==> src/design/ooo_tracker_settings.svh <==
// Tracker size settings
`ifndef OOO_TRACKER_SETTINGS_SVH
`define OOO_TRACKER_SETTINGS_SVH

// Number of slots in the out-of-order buffer
`define OOO_SLOTS 8

// Request address width
`define OOO_ADDR_W 16

// Request write data width
`define OOO_DATA_W 16

// Completion response width
`define OOO_RESP_W 16

`endif

==> src/design/ooo_tracker_pkg.sv <==
// Tracker channel types
`default_nettype none

`include "ooo_tracker_settings.svh"

package ooo_tracker_pkg;

  // Slot index, also the tag handed back to the requester
  typedef logic [$clog2(`OOO_SLOTS)-1:0] tag_t;

  // Request as seen on the request channel and stored in a slot
  typedef struct packed {
    logic [`OOO_ADDR_W-1:0] addr;
    logic [`OOO_DATA_W-1:0] wdata;
  } request_t;

  // Completion coming back out of order
  typedef struct packed {
    tag_t                   tag;
    logic [`OOO_RESP_W-1:0] response;
  } completion_t;

  // Stored request joined with its response
  // error set when the tag was not outstanding
  typedef struct packed {
    tag_t                   tag;
    request_t               request;
    logic [`OOO_RESP_W-1:0] response;
    logic                   error;
  } result_t;

endpackage

`default_nettype wire

==> src/design/completion_matcher.sv <==
// Completion lookup and result sequencer
`timescale 1ns/1ps
`default_nettype none

module completion_matcher import ooo_tracker_pkg::*; (
  input  wire logic        clock,
  input  wire logic        resetn,
  // Four-phase completion channel
  input  wire logic        completion_req,
  input  wire completion_t completion_data,
  output logic             completion_ack,
  // Four-phase result channel
  output logic             result_req,
  output result_t          result_data,
  input  wire logic        result_ack,
  // Buffer lookup side
  output logic             read_enable,
  output logic             read_clear,
  output tag_t             read_index,
  input  wire request_t    read_data,
  input  wire logic        read_error
);

  typedef enum logic [1:0] {
    MATCH_IDLE,
    MATCH_RESULT_HIGH,
    MATCH_RESULT_LOW,
    MATCH_COMP_ACK
  } match_state_t;

  match_state_t state;

  // Lookup and free in the cycle the completion is seen
  assign read_enable    = (state == MATCH_IDLE) && completion_req;
  assign read_clear     = read_enable;
  assign read_index     = completion_data.tag;

  assign result_req     = (state == MATCH_RESULT_HIGH);
  assign completion_ack = (state == MATCH_COMP_ACK);

  always_ff @(posedge clock or negedge resetn) begin
    if (!resetn) begin
      state <= MATCH_IDLE;
    end else begin
      case (state)
        MATCH_IDLE:        if (completion_req) state <= MATCH_RESULT_HIGH;
        // Drop result_req once downstream acks
        MATCH_RESULT_HIGH: if (result_ack) state <= MATCH_RESULT_LOW;
        // Completion ack waits for the result ack to fall
        MATCH_RESULT_LOW:  if (!result_ack) state <= MATCH_COMP_ACK;
        MATCH_COMP_ACK:    if (!completion_req) state <= MATCH_IDLE;
        default:           state <= MATCH_IDLE;
      endcase
    end
  end

  // Result held stable through the result handshake
  always_ff @(posedge clock) begin
    if (read_enable) begin
      result_data.tag      <= completion_data.tag;
      // No stored request behind an unknown tag
      result_data.request  <= read_error ? '0 : read_data;
      result_data.response <= completion_data.response;
      result_data.error    <= read_error;
    end
  end

endmodule

`default_nettype wire

==> src/design/first_free_encoder.sv <==
// Lowest free slot encoder
`timescale 1ns/1ps
`default_nettype none

module first_free_encoder #(
  parameter int SLOTS = 8
) (
  input  wire logic [SLOTS-1:0]         valid,
  output logic      [$clog2(SLOTS)-1:0] index,
  output logic                          none_free
);

  localparam int INDEX_W = $clog2(SLOTS);

  // Free mask and its lowest set bit
  logic [SLOTS-1:0] free;
  logic [SLOTS-1:0] lowest;

  always_comb begin
    free   = ~valid;
    // Two's complement trick keeps only the lowest set bit
    lowest = free & (~free + SLOTS'(1));
    // One-hot to binary, zero when nothing is free
    index  = '0;
    for (int slot = 0; slot < SLOTS; slot++) begin
      if (lowest[slot]) begin
        index = index | INDEX_W'(slot);
      end
    end
    none_free = ~|free;
  end

endmodule

`default_nettype wire

==> src/design/ooo_tracker_top.sv <==
// Outstanding transaction tracker
`timescale 1ns/1ps
`default_nettype none

`include "ooo_tracker_settings.svh"

module ooo_tracker_top import ooo_tracker_pkg::*; (
  input  wire logic        clock,
  input  wire logic        resetn,
  // Request channel
  input  wire logic        request_req,
  input  wire request_t    request_data,
  output logic             request_ack,
  output tag_t             request_tag,
  // Completion channel
  input  wire logic        completion_req,
  input  wire completion_t completion_data,
  output logic             completion_ack,
  // Result channel
  output logic             result_req,
  output result_t          result_data,
  input  wire logic        result_ack,
  // Buffer status
  output logic             full,
  output logic             empty
);

  // Allocate side between issuer and buffer
  logic     write_enable;
  request_t write_data;
  tag_t     write_index;

  // Lookup side between matcher and buffer
  logic     read_enable;
  logic     read_clear;
  tag_t     read_index;
  request_t read_data;
  logic     read_error;

  request_issuer issuer (
    .clock        ( clock        ),
    .resetn       ( resetn       ),
    .request_req  ( request_req  ),
    .request_data ( request_data ),
    .request_ack  ( request_ack  ),
    .request_tag  ( request_tag  ),
    .full         ( full         ),
    .write_index  ( write_index  ),
    .write_enable ( write_enable ),
    .write_data   ( write_data   )
  );

  completion_matcher matcher (
    .clock           ( clock           ),
    .resetn          ( resetn          ),
    .completion_req  ( completion_req  ),
    .completion_data ( completion_data ),
    .completion_ack  ( completion_ack  ),
    .result_req      ( result_req      ),
    .result_data     ( result_data     ),
    .result_ack      ( result_ack      ),
    .read_enable     ( read_enable     ),
    .read_clear      ( read_clear      ),
    .read_index      ( read_index      ),
    .read_data       ( read_data       ),
    .read_error      ( read_error      )
  );

  // Slots hold the original request
  out_of_order_buffer #(
    .payload_t    ( request_t    ),
    .DEPTH        ( `OOO_SLOTS   )
  ) slot_buffer (
    .clock        ( clock        ),
    .resetn       ( resetn       ),
    .full         ( full         ),
    .empty        ( empty        ),
    .write_enable ( write_enable ),
    .write_data   ( write_data   ),
    .write_index  ( write_index  ),
    .read_enable  ( read_enable  ),
    .read_clear   ( read_clear   ),
    .read_index   ( read_index   ),
    .read_data    ( read_data    ),
    .read_error   ( read_error   )
  );

endmodule

`default_nettype wire

==> src/design/out_of_order_buffer.sv <==
// Out-of-order slot buffer
`timescale 1ns/1ps
`default_nettype none

`include "ooo_tracker_settings.svh"

module out_of_order_buffer import ooo_tracker_pkg::*; #(
  parameter type payload_t = logic [7:0],
  parameter int  DEPTH     = `OOO_SLOTS
) (
  input  wire logic     clock,
  input  wire logic     resetn,
  output logic          full,
  output logic          empty,
  // Allocate side
  input  wire logic     write_enable,
  input  wire payload_t write_data,
  output tag_t          write_index,
  // Lookup side
  input  wire logic     read_enable,
  input  wire logic     read_clear,
  input  wire tag_t     read_index,
  output payload_t      read_data,
  output logic          read_error
);

  // Slot storage and occupancy
  payload_t         slots [DEPTH];
  logic [DEPTH-1:0] valid;
  logic [DEPTH-1:0] valid_next;

  // First free slot from the encoder
  tag_t first_free;
  logic none_free;
  logic write_accept;

  first_free_encoder #(
    .SLOTS     ( DEPTH      )
  ) free_slot_encoder (
    .valid     ( valid      ),
    .index     ( first_free ),
    .none_free ( none_free  )
  );

  // Index is known in the same cycle as the write
  assign write_index  = first_free;
  // A write with no free slot is dropped
  assign write_accept = write_enable && !none_free;

  // Next occupancy
  always_comb begin
    valid_next = valid;
    if (write_accept) begin
      valid_next[first_free] = 1'b1;
    end
    // Clearing an empty slot leaves state alone
    if (read_enable && read_clear && valid[read_index]) begin
      valid_next[read_index] = 1'b0;
    end
  end

  // Combinational lookup
  assign read_data  = slots[read_index];
  assign read_error = read_enable && !valid[read_index];

  // Payload storage
  always_ff @(posedge clock) begin
    if (write_accept) begin
      slots[first_free] <= write_data;
    end
  end

  // Occupancy and flags
  always_ff @(posedge clock or negedge resetn) begin
    if (!resetn) begin
      valid <= '0;
      full  <= 1'b0;
      empty <= 1'b1;
    end else begin
      valid <= valid_next;
      // Flags follow the occupancy just written
      full  <= &valid_next;
      empty <= ~|valid_next;
    end
  end

endmodule

`default_nettype wire

==> src/design/request_issuer.sv <==
// Request channel responder
`timescale 1ns/1ps
`default_nettype none

module request_issuer import ooo_tracker_pkg::*; (
  input  wire logic     clock,
  input  wire logic     resetn,
  // Four-phase request channel
  input  wire logic     request_req,
  input  wire request_t request_data,
  output logic          request_ack,
  output tag_t          request_tag,
  // Buffer allocate side
  input  wire logic     full,
  input  wire tag_t     write_index,
  output logic          write_enable,
  output request_t      write_data
);

  typedef enum logic {
    ISSUE_IDLE,
    ISSUE_ACK
  } issue_state_t;

  issue_state_t state;

  // Allocate once per handshake, held off while full
  assign write_enable = (state == ISSUE_IDLE) && request_req && !full;
  assign write_data   = request_data;

  // Ack is the state itself
  assign request_ack  = (state == ISSUE_ACK);

  // Handshake sequencing
  always_ff @(posedge clock or negedge resetn) begin
    if (!resetn) begin
      state <= ISSUE_IDLE;
    end else begin
      case (state)
        ISSUE_IDLE: begin
          if (write_enable) begin
            state <= ISSUE_ACK;
          end
        end
        ISSUE_ACK: begin
          // Release once the requester drops req
          if (!request_req) begin
            state <= ISSUE_IDLE;
          end
        end
        default: state <= ISSUE_IDLE;
      endcase
    end
  end

  // Slot number goes back as the tag
  // only read while ack is high
  always_ff @(posedge clock) begin
    if (write_enable) begin
      request_tag <= write_index;
    end
  end

endmodule

`default_nettype wire

==> config.mk <==
export PLATFORM = sky130hd
export DESIGN_NAME = ooo_tracker_top
export DESIGN_NICKNAME = d
export VERILOG_FILES = /design/src/design/ooo_tracker_pkg.sv /design/src/design/completion_matcher.sv /design/src/design/first_free_encoder.sv /design/src/design/ooo_tracker_top.sv /design/src/design/out_of_order_buffer.sv /design/src/design/request_issuer.sv
export VERILOG_INCLUDE_DIRS = /design/src /design/src/design
export SDC_FILE = /design/constraint.sdc
export NUM_CORES = 1
export LEC_CHECK = 0
export BUFFER_PORTS_ARGS = -buffer_cell sky130_fd_sc_hd__clkbuf_2
export CAP_MARGIN = 20
export CORE_ASPECT_RATIO = 1.4
export CORE_MARGIN = 1
export CORE_UTILIZATION = 43
export DETAILED_ROUTE_END_ITERATION = 8
export HOLD_SLACK_MARGIN = 0.08
export PLACE_DENSITY = 0.69
export SYNTH_ARGS = -nofsm -noshare
export SYNTH_HDL_FRONTEND = slang
export SYNTH_HIERARCHICAL = 1
export SYNTH_SLANG_ARGS = --single-unit
==> constraint.sdc <==
create_clock -name clock -period 3.81 [get_ports clock]
set_input_delay 0.1905 -clock clock [delete_from_list [all_inputs] [get_ports clock]]
set_output_delay 0.1905 -clock clock [all_outputs]
set_load 0.05 [all_outputs]
After elaboration in Yosys (flattened, before gate mapping)
Memories as Yosys holds them, arrays and structs flattened. A register that Yosys moved wholly into a read port is not among the register bits.
Cells that the tools add are included.
Storage, ports and cells
  bits in registers: 36
  memory bits (writable): 256
  input bits: 56
  output and inout port bits: 60
  memories kept: 1
Cells by class
  $add $sub $neg: 1
  magnitude comparators: 4
  equality and inequality tests: 7
  muxes and demuxes: 25
  bitwise operators: 7
  reduce and logical (&&, ||, !) cells: 16
Memories
  slot_buffer.slots: words 8, width 32, read ports 1, clocked after memory_dff 1, write ports 1, RTL line out_of_order_buffer.sv:28  | payload_t slots [DEPTH];
Operators by type and width (number)
  8-bit NOT: 3
  8-bit bitwise AND: 2
  8-bit two-way mux: 2
  8-bit OR reduction: 2
  2-bit two-way mux: 6
  3-bit two-way mux: 4
  8-bit by 1-bit adder with 8-bit output, second input constant: 1
  1-bit logical AND: 8
  3-bit by 4-bit less-than comparator with 1-bit output, second input constant: 2
  1-bit two-way mux: 8
  8-bit bitwise OR: 1
  2-bit one-hot mux with 4 select lines: 1
  8-bit AND reduction: 1
  1-bit demux with 3-bit select: 2
  3-bit by 1-bit greater-or-equal comparator with 1-bit output, second input constant: 2
  2-bit != test, second input constant: 3
  2-bit equality test, second input constant: 2
  4-bit AND reduction: 1
  1-bit binary-select mux with 3-bit select: 1
  1-bit zero test: 3
  2-bit by 1-bit equality test with 1-bit output, second input constant: 1
  2-bit zero test: 1
  2-bit by 1-bit != test with 1-bit output, second input constant: 1
  1-bit one-hot mux with 2 select lines: 1
  1-bit NOT: 1

Depth between registers and ports, before layout
  depth in word-level cells: 21
  depth in mapped cells: 8
  depth with buffers taken out: 8

Hierarchy
The synthesis kept the hierarchy.
By module, submodules not included
  out_of_order_buffer: instances 1, cells an instance 524, area an instance 9689.3 um^2
  completion_matcher: instances 1, cells an instance 107, area an instance 1994.4 um^2
  request_issuer: instances 1, cells an instance 39, area an instance 379.1 um^2
  first_free_encoder: instances 1, cells an instance 13, area an instance 73.8 um^2

Worst setup path after synthesis
No wires, ideal clock.
  path type: reg-to-reg
  start: register issuer.state, in the netlist issuer/request_ack
  end: memory slot_buffer/slots[0][0] in the netlist's numbering (enable)
  library setup time: 461 ps
  arrival: 3627 ps
  data required time: 3349 ps
  setup slack: -278 ps
  stages on the path, launching flop included: 5
  path buffers: 0
  cells stage by stage: dfrtp_1 nor3b_2 nor2b_1 nand2b_1 nor3_1
Between the ends
  longest elaborated chain between the ends: 6
Ends and longest elaborated chain
  start, declared: RTL line request_issuer.sv:25  | issue_state_t state;
  start signal, assigned: RTL line request_issuer.sv:37  | state <= ISSUE_IDLE;
  start signal, assigned: RTL line request_issuer.sv:42  | state <= ISSUE_ACK;
  start signal, assigned: RTL line request_issuer.sv:48  | state <= ISSUE_IDLE;
  1-bit NOT
  1-bit logical AND (2 in series): RTL line request_issuer.sv:28  | assign write_enable = (state == ISSUE_IDLE) && request_req && !full;
  named net write_enable: RTL line ooo_tracker_top.sv:29  | logic write_enable;
  1-bit logical AND: RTL line out_of_order_buffer.sv:48  | assign write_accept = write_enable && !none_free;
  1-bit two-way mux: RTL line out_of_order_buffer.sv:68  | if (write_accept) begin
  1-bit two-way mux (not written as such): RTL line out_of_order_buffer.sv:69  | slots[first_free] <= write_data;
  end, declared: RTL line out_of_order_buffer.sv:28
The timed path passes the listed nets, and every way through them passes these cells.

Final worst setup path
  start: register slot_buffer.valid[7]
  end: memory slot_buffer/slots[6][6] in the netlist's numbering (enable)
Between the ends
  longest elaborated chain between the ends: 5
Ends and longest elaborated chain
  start, declared: RTL line out_of_order_buffer.sv:29  | logic [DEPTH-1:0] valid;
  start signal, assigned: RTL line out_of_order_buffer.sv:80  | valid <= valid_next;
  8-bit NOT (*): RTL line first_free_encoder.sv:20  | free = ~valid;
  8-bit NOT: RTL line first_free_encoder.sv:22  | lowest = free & (~free + SLOTS'(1));
  8-bit by 1-bit adder with 8-bit output: RTL line first_free_encoder.sv:22
  8-bit bitwise AND (*): RTL line first_free_encoder.sv:22
  3-bit two-way mux (*): RTL line first_free_encoder.sv:26  | if (lowest[slot]) begin
  named net write_index[1]: RTL line ooo_tracker_top.sv:31  | tag_t write_index;
Mark *: on every way through the listed nets, which the timed path passes. The rest lies on a longest branch.

==> impl_metrics.env <==
export IMPL_status="finished clean"
export IMPL_ys_types=48
export IMPL_hold_path_class="in -> async"
export IMPL_clockBufferDepth=3
export IMPL_crit_fanout=19
export IMPL_arrival_ns=2.97
export IMPL_final_nets=899
export IMPL_clk_pin_slew_ns=0.07
export IMPL_grt_max_degree=53
export IMPL_cts_resized=0
export IMPL_grt_pass1_wl_um=39300
export IMPL_grt_overflow=0
export IMPL_rows=72
export IMPL_portBuffers=115
export IMPL_netlist_area_um2=12140
export IMPL_die_area_um2=28910
export IMPL_post_route_min_period_ns=2.737
export IMPL_synth_simple_area_share_pct=6.103
export IMPL_ant_nets=0
export IMPL_firstDrtPassIters=8
export IMPL_utilization_pct=52.22
export IMPL_routedWlPerCell_um=20.83
export IMPL_syn_avg_cell_area_um2=17.77
export IMPL_drive_gt1_share_pct=23.63
export IMPL_clk_latency_ns=0.54
export IMPL_synth_mux_area_share_pct=0.7835
export IMPL_p_leak_nw=4.889
export IMPL_grt_pass1_vias=6892
export IMPL_grt_use_total_pct=18.02
export IMPL_cts_setup_buffers=0
export IMPL_critPathRequiredTime_ns=4.05
export IMPL_routabilityCongestion=0.8325
export IMPL_ys_ff_latch=324
export IMPL_coreArea_um2=27660
export IMPL_cap_viol_max_count=0
export IMPL_ios=116
export IMPL_die_x_um=144.0
export IMPL_synth_fa_ha_area_share_pct=0.5155
export IMPL_synth_compound_area_share_pct=9.515
export IMPL_worst_slew_pin_slew_ns=0.7659
export IMPL_hold_worst_slack_ns=0.09340
export IMPL_cts_tree="yes"
export IMPL_critPathLaunchType="flip-flop"
export IMPL_wl_um=25510
export IMPL_initial_core_util_pct=43.88
export IMPL_fmax_mhz=365.4
export IMPL_finalClockSkew_ns=0.01649
export IMPL_cts_sinks=324
export IMPL_viasPerCell=5.429
export IMPL_mostFrequentLayoutCell="edfxtp_1"
export IMPL_yosysWarnings=6
export IMPL_drc=0
export IMPL_final_cell_mix="311 x edfxtp_1, 128 x a22oi_1, 115 x clkbuf_2"
export IMPL_drt_iter0_drc=511
export IMPL_power_ir_vdd_worst_v=0.0003419
export IMPL_cts_root_buffer="clkbuf_16"
export IMPL_synth_top_family_by_area="compound AO/OA/AOI/OAI gates"
export IMPL_synth_xor_area_share_pct=0
export IMPL_numCtsBuffers=28
export IMPL_end_kind="flip-flop"
export IMPL_synth_seq_area_share_pct=79.64
export IMPL_rsz0062_at_grt="no"
export IMPL_hold_viol_final=0
export IMPL_netlist_instances=683
export IMPL_die_h_um=200.8
export IMPL_antenna_found_initial=0
export IMPL_area_growth_pct=18.99
export IMPL_h_tree_depth=1
export IMPL_diodes=0
export IMPL_report_final_slew_viol_count=0
export IMPL_post_route_period_util_pct=71.83
export IMPL_critical_path_class="reg -> reg"
export IMPL_fillerInstances=2243
export IMPL_power_density_nw_per_um2=649.8
export IMPL_via_count=6650
export IMPL_relSlewSlack_pct=48.77
export IMPL_holdBufCountCts=54
export IMPL_postSynthNetCount=744
export IMPL_hpwl_um=14930
export IMPL_setup_viol=0
export IMPL_setup_tns_ns=0
critical path, stage by stage (launching register included):
cell and delay, ns:
dfrtp_1 0.43, nand2_1 0.09, nand3_1 0.09, a31oi_1 0.56
nand2_1 0.35, nor2_4 0.61, buf_4 0.30
cells by family (layout without fill, tap and decap cells):
logic type / Yosys count / after routing
buffers and inverters: 72 / 244
AOI/OAI and AO/OA: 155 / 155
adders and majority gates: 5 / 5
muxes: 9 / 9
and+or+nand+nor: 118 / 118
DFF: 324 / 324
path summary, 6_finish.rpt:
kind | from | cells after the start | end | slack [ns]
max | slot_buffer/valid[7]$_DFF_PN0_ | 6 | slot_buffer/slots[6][6]$_DFFE_PP_ | 1.07
max reg2reg | slot_buffer/valid[7]$_DFF_PN0_ | 6 | slot_buffer/slots[6][6]$_DFFE_PP_ | 1.07
min | resetn | 2 | slot_buffer/valid[2]$_DFF_PN0_ | 0.09
max in group asynchronous | resetn | 2 | slot_buffer/empty$_DFF_PN1_ | 3.42
min reg2reg | slot_buffer/full$_DFF_PN0_ | 1 | issuer/request_ack$_DFF_PN0_ | 0.52
min in group clock | result_ack | 4 | matcher/state[1]$_DFFE_PN0P_ | 0.13
synth_stat cells (all sizes together):
cell type	instances	area, µm²
edfxtp	311	9339
a22oi	128	960.9
buf	40	297.8
nand4	34	212.7
clkbuf	26	97.59
nor2b	26	162.7
nor2	18	77.57
a21oi	13	76.33
dfrtp	12	300.3
and2b	9	67.56
mux2i	8	80.08
inv	6	22.52
nand2	6	25.03
nand2b	6	40.04
ha	5	62.56
nor3	5	41.29
o22ai	4	25.02
nor4	3	25.02
a21boi	2	15.01
a31oi	2	18.77
and2	2	13.77
nor3b	2	20.02
o311a	2	20.02
a41o	1	10.01
a41oi	1	16.27
and3b	1	8.760
and4b	1	10.01
dfstp	1	26.28
mux2	1	15.01
nand3	1	5.000
nand3b	1	7.510
nor4b	1	8.760
o21ai	1	5.000
o31ai	1	7.510
or3	1	6.260
or3b	1	8.760
flip-flops by register name (all words and copies together), names as in the netlist:
register,flops
matcher/result_data,52
issuer/request_ack,1
issuer/request_tag,3
slot_buffer/slots,256
slot_buffer/valid,8
slot_buffer/empty,1
matcher/state,2
slot_buffer/full,1
per-stage QoR:
step | worst slack (ns) | power, W | area (µm²) | std cells
2_1_floorplan | 0.5077 | 0.006105 | 12150 | 683
3_3_place_gp | 1.168 | 0.006644 | 13040 | 1124
3_5_place_dp | 1.127 | 0.006696 | 13040 | 1124
4_1_cts | 1.102 | 0.009447 | 14440 | 1225
5_1_grt | 0.8604 | 0.009749 | 14440 | 1225
6_report | 1.073 | 0.009383 | 14440 | 1225
where the power goes:
group | internal (W) | total (W) | switching, W
registers | 0.00459 | 0.00478 | 0.000187
clock network | 0.00151 | 0.00271 | 0.00119
logic | 0.000503 | 0.00190 | 0.00139
final cells by class:
class                      count  area (µm²)  share of cell area, %
sequential                   324        9666                  66.93
multi-input combinational    287        2131                  14.75
timing repair buffer         191        1294                  8.959
clock buffer                  33       740.7                  5.129
tap                          370       462.9                  3.206
clock inverter                14       125.1                 0.8664
inverter                       6       22.52                 0.1560
metal layers:
metal | up-vias | GRT usage (%) | wire (µm)
met3 | 42 | 2.672 | 1498
met1 | 3325 | 22.87 | 10260
met4 | 0 | 5.623 | 633
li1 | 3038 | - | -
met5 | - | 0 | 0
met2 | 245 | 31.42 | 13120
No activity file was read; power rests on OpenSTA's default activity.
